===== src/hdl/core_exec_defs.svh =====
`ifndef CORE_EXEC_DEFS_SVH
`define CORE_EXEC_DEFS_SVH

// Operand and result word
`define CORE_DATA_WIDTH         32

// Destination register address
`define CORE_REG_ADDR_WIDTH     5

// Reorder buffer sizing
// Depth must stay a power of two so ids wrap on their own
`define CORE_ROB_ENTRIES        8
`define CORE_ROB_ID_WIDTH       3

// Cycles from an accepted MUL issue to its result
`define CORE_MUL_LATENCY        3

`endif


===== src/hdl/core_exec_pkg.sv =====
`include "core_exec_defs.svh"

package core_exec_pkg;

    // Target execution unit
    typedef enum logic
    {
        EXEC_ALU = 1'b0,
        EXEC_MUL = 1'b1
    } exec_unit_t;

    // ALU operations
    // Shifts use the low five bits of src2, slt is a signed compare
    typedef enum logic [2:0]
    {
        ALU_ADD = 3'd0,
        ALU_SUB = 3'd1,
        ALU_AND = 3'd2,
        ALU_OR  = 3'd3,
        ALU_XOR = 3'd4,
        ALU_SLL = 3'd5,
        ALU_SRL = 3'd6,
        ALU_SLT = 3'd7
    } alu_op_t;

    // Decoded instruction as it enters the core
    typedef struct packed
    {
        exec_unit_t                         unit;
        alu_op_t                            op;
        logic   [`CORE_DATA_WIDTH-1:0]      src1;
        logic   [`CORE_DATA_WIDTH-1:0]      src2;
        logic   [`CORE_REG_ADDR_WIDTH-1:0]  dest;
    } issue_req_t;

    // Finished result from either unit
    typedef struct packed
    {
        logic   [`CORE_ROB_ID_WIDTH-1:0]    id;
        logic   [`CORE_REG_ADDR_WIDTH-1:0]  dest;
        logic   [`CORE_DATA_WIDTH-1:0]      data;
    } exec_result_t;

    // Retired instruction leaving the core
    typedef struct packed
    {
        logic   [`CORE_ROB_ID_WIDTH-1:0]    id;
        logic   [`CORE_REG_ADDR_WIDTH-1:0]  dest;
        logic   [`CORE_DATA_WIDTH-1:0]      data;
    } commit_t;

endpackage


===== src/hdl/latency_pipe.sv =====
module latency_pipe
#(
    parameter type  payload_t = logic,
    parameter int   depth     = 1
)
(
    // System signals
    input   logic       clock,
    input   logic       reset,

    // Entry side
    input   logic       in_valid,
    input   payload_t   in_data,

    // Exit side
    output  logic       out_valid,
    output  payload_t   out_data
);

// One valid bit and one payload slot per stage
logic   [depth-1:0]     valid_q;
payload_t               data_q [depth];

// Valid chain, cleared on reset
always_ff @(posedge clock)
begin
    if (reset)
        valid_q <= '0;
    else
    begin
        valid_q[0] <= in_valid;
        for (int i = 1; i < depth; i++)
            valid_q[i] <= valid_q[i-1];
    end
end

// Payload only moves alongside a valid bit
always_ff @(posedge clock)
begin
    if (in_valid)
        data_q[0] <= in_data;
    for (int i = 1; i < depth; i++)
        if (valid_q[i-1])
            data_q[i] <= data_q[i-1];
end

// Last stage drives the outputs
assign out_valid = valid_q[depth-1];
assign out_data  = data_q[depth-1];

endmodule


===== src/hdl/alu_unit.sv =====
`include "core_exec_defs.svh"

module alu_unit
(
    // System signals
    input   logic                               clock,
    input   logic                               reset,

    // Issue from the top level
    input   logic                               issue_valid,
    input   core_exec_pkg::issue_req_t          issue_info,
    input   logic   [`CORE_ROB_ID_WIDTH-1:0]    alloc_id,

    // Result to the reorder buffer
    output  logic                               result_valid,
    output  core_exec_pkg::exec_result_t        result
);

logic                               alu_req;
logic   [`CORE_DATA_WIDTH-1:0]      alu_data;
core_exec_pkg::exec_result_t        alu_out;

// Only requests that name this unit
assign alu_req = issue_valid && (issue_info.unit == core_exec_pkg::EXEC_ALU);

// Operation decode
always_comb
begin
    case (issue_info.op)
        core_exec_pkg::ALU_ADD: alu_data = issue_info.src1 + issue_info.src2;
        core_exec_pkg::ALU_SUB: alu_data = issue_info.src1 - issue_info.src2;
        core_exec_pkg::ALU_AND: alu_data = issue_info.src1 & issue_info.src2;
        core_exec_pkg::ALU_OR:  alu_data = issue_info.src1 | issue_info.src2;
        core_exec_pkg::ALU_XOR: alu_data = issue_info.src1 ^ issue_info.src2;
        // Shift amount masked to five bits
        core_exec_pkg::ALU_SLL: alu_data = issue_info.src1 << issue_info.src2[4:0];
        core_exec_pkg::ALU_SRL: alu_data = issue_info.src1 >> issue_info.src2[4:0];
        // Signed less-than gives 1 or 0
        core_exec_pkg::ALU_SLT: alu_data = {{(`CORE_DATA_WIDTH-1){1'b0}},
                                            ($signed(issue_info.src1)
                                             < $signed(issue_info.src2))};
        default:                alu_data = '0;
    endcase
end

// Tag with id and destination
always_comb
begin
    alu_out.id   = alloc_id;
    alu_out.dest = issue_info.dest;
    alu_out.data = alu_data;
end

// Single register stage, latency one
latency_pipe
#(
    .payload_t  ( core_exec_pkg::exec_result_t ),
    .depth      ( 1                            )
)
result_pipe
(
    .clock      ( clock         ),
    .reset      ( reset         ),
    .in_valid   ( alu_req       ),
    .in_data    ( alu_out       ),
    .out_valid  ( result_valid  ),
    .out_data   ( result        )
);

// All eight codes are defined, so only an unknown opcode falls outside the set
assert property (@(posedge clock) disable iff (reset)
    alu_req |-> !$isunknown(issue_info.op));

endmodule


===== src/hdl/mul_unit.sv =====
`include "core_exec_defs.svh"

module mul_unit
(
    // System signals
    input   logic                               clock,
    input   logic                               reset,

    // Issue from the top level
    input   logic                               issue_valid,
    input   core_exec_pkg::issue_req_t          issue_info,
    input   logic   [`CORE_ROB_ID_WIDTH-1:0]    alloc_id,

    // Result to the reorder buffer
    output  logic                               result_valid,
    output  core_exec_pkg::exec_result_t        result
);

logic                               mul_req;
logic   [`CORE_DATA_WIDTH-1:0]      product_low;
logic                               stage_valid;
core_exec_pkg::exec_result_t        stage_result;

// Only requests that name this unit
assign mul_req = issue_valid && (issue_info.unit == core_exec_pkg::EXEC_MUL);

// Unsigned product, low word kept
assign product_low = issue_info.src1 * issue_info.src2;

// First stage, valid bit
always_ff @(posedge clock)
begin
    if (reset)
        stage_valid <= 1'b0;
    else
        stage_valid <= mul_req;
end

// First stage, payload
always_ff @(posedge clock)
begin
    if (mul_req)
    begin
        stage_result.id   <= alloc_id;
        stage_result.dest <= issue_info.dest;
        stage_result.data <= product_low;
    end
end

// Remaining latency, overlapping products in flight
latency_pipe
#(
    .payload_t  ( core_exec_pkg::exec_result_t ),
    .depth      ( `CORE_MUL_LATENCY - 1        )
)
result_pipe
(
    .clock      ( clock         ),
    .reset      ( reset         ),
    .in_valid   ( stage_valid   ),
    .in_data    ( stage_result  ),
    .out_valid  ( result_valid  ),
    .out_data   ( result        )
);

// Result appears exactly the fixed latency after issue
assert property (@(posedge clock) disable iff (reset)
    mul_req |-> ##(`CORE_MUL_LATENCY) result_valid);

endmodule


===== src/hdl/reorder_buffer.sv =====
`include "core_exec_defs.svh"

module reorder_buffer
(
    // System signals
    input   logic                               clock,
    input   logic                               reset,

    // Allocation
    input   logic                               issue_valid,
    output  logic   [`CORE_ROB_ID_WIDTH-1:0]    alloc_id,
    output  logic                               rob_full,

    // Write port from the ALU
    input   logic                               alu_valid,
    input   core_exec_pkg::exec_result_t        alu_result,

    // Write port from the multiplier
    input   logic                               mul_valid,
    input   core_exec_pkg::exec_result_t        mul_result,

    // In-order retirement
    output  logic                               commit_valid,
    output  core_exec_pkg::commit_t             commit_info
);

//////////////////////////////////////////////////
// Entry state

// Per-entry control bits
logic   [`CORE_ROB_ENTRIES-1:0]     busy;
logic   [`CORE_ROB_ENTRIES-1:0]     done;

// Per-entry payload
logic   [`CORE_REG_ADDR_WIDTH-1:0]  dest_mem [`CORE_ROB_ENTRIES];
logic   [`CORE_DATA_WIDTH-1:0]      data_mem [`CORE_ROB_ENTRIES];

// Oldest and next-free pointers
logic   [`CORE_ROB_ID_WIDTH-1:0]    head;
logic   [`CORE_ROB_ID_WIDTH-1:0]    tail;

// One extra bit to tell full from empty
logic   [`CORE_ROB_ID_WIDTH:0]      count;

logic                               issue_fire;
logic                               retire;

assign rob_full   = (count == `CORE_ROB_ENTRIES);
assign alloc_id   = tail;
assign issue_fire = issue_valid && !rob_full;

// Oldest entry finished
assign retire = busy[head] && done[head];

//////////////////////////////////////////////////
// Control

always_ff @(posedge clock)
begin
    if (reset)
    begin
        busy         <= '0;
        done         <= '0;
        head         <= '0;
        tail         <= '0;
        count        <= '0;
        commit_valid <= 1'b0;
    end
    else
    begin
        // New instruction claims the tail
        if (issue_fire)
        begin
            busy[tail] <= 1'b1;
            done[tail] <= 1'b0;
            tail       <= tail + 1'b1;
        end

        // Results mark their own entry
        if (alu_valid)
            done[alu_result.id] <= 1'b1;
        if (mul_valid)
            done[mul_result.id] <= 1'b1;

        // Free the head on retirement
        if (retire)
        begin
            busy[head] <= 1'b0;
            done[head] <= 1'b0;
            head       <= head + 1'b1;
        end

        case ({issue_fire, retire})
            2'b10:   count <= count + 1'b1;
            2'b01:   count <= count - 1'b1;
            default: count <= count;
        endcase

        commit_valid <= retire;
    end
end

//////////////////////////////////////////////////
// Payload

// Both ports may land in one cycle
always_ff @(posedge clock)
begin
    if (alu_valid)
    begin
        dest_mem[alu_result.id] <= alu_result.dest;
        data_mem[alu_result.id] <= alu_result.data;
    end
    if (mul_valid)
    begin
        dest_mem[mul_result.id] <= mul_result.dest;
        data_mem[mul_result.id] <= mul_result.data;
    end
end

// Registered commit
always_ff @(posedge clock)
begin
    if (retire)
    begin
        commit_info.id   <= head;
        commit_info.dest <= dest_mem[head];
        commit_info.data <= data_mem[head];
    end
end

//////////////////////////////////////////////////
// Checks

// Issuer honors the full level
assert property (@(posedge clock) disable iff (reset)
    issue_valid |-> !rob_full);

// Results only for outstanding, unfinished entries
assert property (@(posedge clock) disable iff (reset)
    alu_valid |-> (busy[alu_result.id] && !done[alu_result.id]));
assert property (@(posedge clock) disable iff (reset)
    mul_valid |-> (busy[mul_result.id] && !done[mul_result.id]));

// Units never race for one entry
assert property (@(posedge clock) disable iff (reset)
    (alu_valid && mul_valid) |-> (alu_result.id != mul_result.id));

endmodule


===== src/hdl/core_exec_top.sv =====
`include "core_exec_defs.svh"

module core_exec_top
(
    // System signals
    input   logic                               clock,
    input   logic                               reset,

    // Issue
    input   logic                               issue_valid,
    input   core_exec_pkg::issue_req_t          issue_info,
    output  logic                               rob_full,
    output  logic   [`CORE_ROB_ID_WIDTH-1:0]    issue_id,

    // Commit
    output  logic                               commit_valid,
    output  core_exec_pkg::commit_t             commit_info
);

//////////////////////////////////////////////////
// Unit results toward the reorder buffer

logic                           alu_valid;
core_exec_pkg::exec_result_t    alu_result;
logic                           mul_valid;
core_exec_pkg::exec_result_t    mul_result;

//////////////////////////////////////////////////
// Reorder buffer, also the id allocator

reorder_buffer
reorder_buffer
(
    .clock          ( clock         ),
    .reset          ( reset         ),
    .issue_valid    ( issue_valid   ),
    .alloc_id       ( issue_id      ),
    .rob_full       ( rob_full      ),
    .alu_valid      ( alu_valid     ),
    .alu_result     ( alu_result    ),
    .mul_valid      ( mul_valid     ),
    .mul_result     ( mul_result    ),
    .commit_valid   ( commit_valid  ),
    .commit_info    ( commit_info   )
);

//////////////////////////////////////////////////
// Execution units side by side

// Single-cycle integer ALU
alu_unit
alu_unit
(
    .clock          ( clock         ),
    .reset          ( reset         ),
    .issue_valid    ( issue_valid   ),
    .issue_info     ( issue_info    ),
    .alloc_id       ( issue_id      ),
    .result_valid   ( alu_valid     ),
    .result         ( alu_result    )
);

// Fixed-latency multiplier
mul_unit
mul_unit
(
    .clock          ( clock         ),
    .reset          ( reset         ),
    .issue_valid    ( issue_valid   ),
    .issue_info     ( issue_info    ),
    .alloc_id       ( issue_id      ),
    .result_valid   ( mul_valid     ),
    .result         ( mul_result    )
);

endmodule


===== config.mk =====
export PLATFORM = sky130hd
export DESIGN_NAME = core_exec_top
export DESIGN_NICKNAME = d
export VERILOG_FILES = /design/src/hdl/core_exec_pkg.sv /design/src/hdl/latency_pipe.sv /design/src/hdl/alu_unit.sv /design/src/hdl/mul_unit.sv /design/src/hdl/reorder_buffer.sv /design/src/hdl/core_exec_top.sv
export VERILOG_INCLUDE_DIRS = /design/src /design/src/hdl
export SDC_FILE = /design/constraint.sdc
export NUM_CORES = 2
export LEC_CHECK = 0
export ABC_CLOCK_PERIOD_IN_PS = 10800
export BUFFER_PORTS_ARGS = -buffer_cell sky130_fd_sc_hd__buf_4
export CORE_MARGIN = 1.5
export CORE_UTILIZATION = 65
export CTS_BUF_LIST = sky130_fd_sc_hd__clkbuf_4 sky130_fd_sc_hd__clkbuf_8
export CTS_CLUSTER_DIAMETER = 120
export CTS_CLUSTER_SIZE = 25
export DETAILED_ROUTE_END_ITERATION = 8
export HOLD_SLACK_MARGIN = 0.05
export PLACE_DENSITY = 0.83
export SLEW_MARGIN = 25
export SYNTH_ARGS = -nofsm -noshare
export SYNTH_HDL_FRONTEND = slang
export SYNTH_SLANG_ARGS = --single-unit

===== constraint.sdc =====
create_clock -name clock -period 10.8 [get_ports clock]
set_clock_uncertainty 0.15 [all_clocks]
set_input_delay 1.62 -clock clock [delete_from_list [all_inputs] [get_ports clock]]
set_output_delay 1.62 -clock clock [all_outputs]
set_load 0.005 [all_outputs]

==> flow_metrics.env <==
export IMPL_status="completed"
export IMPL_placementRows=96
export IMPL_postCtsHoldBufs=0
export IMPL_fp_coreArea_um2=68800
export IMPL_finalInstanceArea_um2=47500
export IMPL_nFillCells=5070
export IMPL_ctsRootBufferMaster="sky130_fd_sc_hd__clkbuf_8"
export IMPL_layout_cells_non_filler=5075
export IMPL_worst_setup_hold_path_clk_slew_ps=130
export IMPL_grt_start_max_net_pins=63
export IMPL_worst_r2r_startpoint="reorder_buffer.head[0]"
export IMPL_synth_cell_type_count=84
export IMPL_synth_nets=4888
export IMPL_synth_top_flop_cell="sky130_fd_sc_hd__edfxtp_1"
export IMPL_clkLatencyLatePin_ps=710
export IMPL_drtPass1Iterations=6
export IMPL_critPathTopFamily="adder cells"
export IMPL_timing_slew_headroom=0.326
export IMPL_port_buffers=120
export IMPL_deepest_clock_path_buffer_count=3
export IMPL_yosys_warnings=0
export IMPL_nets=4840
export IMPL_critical_path_top_cell_by_count="sky130_fd_sc_hd__fa_1"
export IMPL_tritoncts_clock_tree="yes"
export IMPL_rrSetupSlack_ps=7070
export IMPL_post_synth_cell_area_avg_um2=10.9
export IMPL_initial_utilization=0.659
export IMPL_timing_max_cap_violations=0
export IMPL_path_max_fanout=16
export IMPL_synth_edff_count=496
export IMPL_finalWeightedCongestion=1.09
export IMPL_multi_input_comb_area_um2=27100
export IMPL_worst_hold_slack_ps=259
export IMPL_detailroute_via_count=34400
export IMPL_grt_first_pass_wirelength_mm=217
export IMPL_setup_viol=0
export IMPL_postSynthRegisterBits=527
export IMPL_final_max_slew_violation_count=0
export IMPL_finalHoldViolCount=0
export IMPL_drt_wl_total_mm=147
export IMPL_dp_final_hpwl_mm=107
export IMPL_timing_hold_worst_path_depth=0
export IMPL_syn_to_final_growth_pct=4.74
export IMPL_cp_data_arrival_time_ps=9090
export IMPL_path_class="input pin to flip-flop"
export IMPL_setup_tns_final_ps=0
export IMPL_p_per_cell_area_nw_per_um2=358
export IMPL_dpl_cell_count=5031
export IMPL_synth_seq_area_share=0.342
export IMPL_mostFrequentLayoutCells="527 x sky130_fd_sc_hd__nor2_1, 496 x sky130_fd_sc_hd__edfxtp_1, 475 x sky130_fd_sc_hd__inv_1"
export IMPL_mostFrequentLayoutCell="sky130_fd_sc_hd__nor2_1"
export IMPL_globalRoute_totalOverflow=0
export IMPL_reg2reg_path_depth=11
export IMPL_crit_path_max_incr_delay_ps=570
export IMPL_min_to="mul_unit.result_pipe.data_q[0][6]"
export IMPL_drive_above_1_share=0.168
export IMPL_max_slew_worst_pin_slew_ps=1000
export IMPL_sinks_on_clock_net=527
export IMPL_drt_initial_drc_count=4152
export IMPL_timing_critical_path_buf_inv=6
export IMPL_highest_delay_cell_along_the_critical_path="sky130_fd_sc_hd__fa_1"
export IMPL_drc=0
export IMPL_crit_required_ps=11070
export IMPL_hold_path_startpoint="mul_unit.stage_result[6]"
export IMPL_min_path_type="flip-flop to flip-flop"
export IMPL_cts_buffers_inserted=26
export IMPL_top_cell_type_by_total_area_after_synthesis="sky130_fd_sc_hd__edfxtp_1"
export IMPL_final_period_utilization=0.816
export IMPL_design_die_area_um2=71300
export IMPL_chipWidth_um=267
export IMPL_wire_per_inst_um=29.0
export IMPL_critical_path_startpoint_type="input pin"
export IMPL_ios=121
export IMPL_regArea_um2=15500
export IMPL_die_y_um=267
export IMPL_avgViaCountPerCell=6.78
export IMPL_r2r_end="reorder_buffer.count[3]"
export IMPL_postCtsResizedCells=0
export IMPL_synth_async_reset_ratio=0
export IMPL_worst_setup_path_startpoint="issue_info[9]"
export IMPL_via_count_of_the_first_global_routing_pass=34600
export IMPL_cp_num_cells=25
export IMPL_globalRouteTotalUtil=0.415
export IMPL_synth_top_area_frac=0.329
export IMPL_power_static_leakage_nw=18.6
export IMPL_ctsHtreeMaxLevel=1
export IMPL_period_minus_slack_ps=8820
export IMPL_netlist_instances=4176
export IMPL_fmax_ghz=0.113
export IMPL_max_vdd_ir_drop_uv=2670
export IMPL_mappedNetlistArea_um2=45300
export IMPL_worst_setup_path_end_kind="flip-flop"
export IMPL_placement_cell_area_um2=47000
export IMPL_grt_antenna_before_repair=10
export IMPL_grt_setup_unrepaired="no"
export IMPL_post_cts_buffers=0
export IMPL_synth_top_cells_by_area="sky130_fd_sc_hd__edfxtp_1 33%, sky130_fd_sc_hd__fa_1 18%, sky130_fd_sc_hd__mux2_2 9.3%, sky130_fd_sc_hd__ha_1 6.2%, sky130_fd_sc_hd__nor2_1 4.4%"
export IMPL_antenna_left=0
## Yosys cell counts (all sizes together), types with 19 or more instances
cell type / count
nor2: 530
edfxtp: 496
inv: 482
fa: 411
mux2: 374
nand2: 246
ha: 225
a21oi: 197
clkbuf: 194
o21ai: 126
a22oi: 80
xnor2: 78
mux2i: 75
mux4: 65
buf: 63
nor3: 44
o22a: 42
o22ai: 42
nand3: 32
dfxtp: 31
a211oi: 26
nor2b: 23
xor2: 23
a21o: 21
a221oi: 19
## layout make-up
type | instances | area share
tap | 931 | 0.0245
antenna | 4 | 0.000211
sequential | 527 | 0.327
timing repair buffer | 181 | 0.0289
multi-input combinational | 2903 | 0.570
inverter | 489 | 0.0387
clock inverter | 4 | 0.00140
clock buffer | 36 | 0.00912
## state kept, by name, indices dropped and copies added (netlist names), 8 cells and up
| name | flops |
|---|---|
| reorder_buffer.commit_info | 40 |
| reorder_buffer.busy | 8 |
| reorder_buffer.data_mem | 256 |
| alu_unit.result_pipe.data_q | 40 |
| mul_unit.result_pipe.data_q | 80 |
| reorder_buffer.dest_mem | 40 |
| mul_unit.stage_result | 40 |
| reorder_buffer.done | 8 |
## per-layer routing
layer	global-route usage	routed length, um	part of all wire	up-vias
li1	-	-	-	14300
met1	0.534	53000	0.36	17100
met2	0.662	68300	0.46	2415
met3	0.0845	16000	0.11	577
met4	0.230	9630	0.065	10
met5	0.00970	191	0.0013	-
## report_power, final
part           leakage, nW  internal (mW)  switching [mW]
logic                 13.6           5.20            7.80
registers             4.74           2.98           0.123
clock network        0.262          0.272           0.610
total                 18.6           8.45            8.53
## worst register-to-register path, stage by stage (launching register included)
cell and delay (ps):
sky130_fd_sc_hd__dfxtp_4 700, sky130_fd_sc_hd__mux4_2 580, sky130_fd_sc_hd__mux2i_1 350, sky130_fd_sc_hd__nor2_4 60
sky130_fd_sc_hd__buf_4 330, sky130_fd_sc_hd__ha_1 360, sky130_fd_sc_hd__ha_1 280, sky130_fd_sc_hd__a21o_1 180
sky130_fd_sc_hd__a21oi_1 160, sky130_fd_sc_hd__xnor2_1 90, sky130_fd_sc_hd__or3_1 300, sky130_fd_sc_hd__a21oi_1 150
## how the worst max path moves through the flow
stage | end
final | mul_unit.stage_result[31]
after global placement | mul_unit.stage_result[31]
after floorplan | mul_unit.stage_result[31]
after CTS | mul_unit.stage_result[31]
after global routing | mul_unit.stage_result[31]
after detailed placement | mul_unit.stage_result[31]
## per-stage QoR
stage	worst slack (ps)	power, mW	utilization
final	1980	17.0	0.690
after global routing	1600	18.0	0.690
after CTS	2080	16.8	0.690
after detailed placement	1370	15.9	0.682
after global placement	1400	15.5	0.682
after floorplan	1300	11.8	-
## cells by family (layout without fill, tap and decap cells)
family                   Yosys count  count (layout)  share of synthesized area
AND/OR/NAND/NOR                  947             947                     0.0864
buffers and inverters            746             710                     0.0633
AO/OA/AOI/OAI                    705             705                      0.102
adder cells (fa/ha/maj)          636             636                      0.244
flip-flops                       527             527                      0.342
multiplexers                     514             514                      0.142
XOR/XNOR                         101             101                     0.0195
other                              0               4                          0
Power figures use the tool's default switching activity.
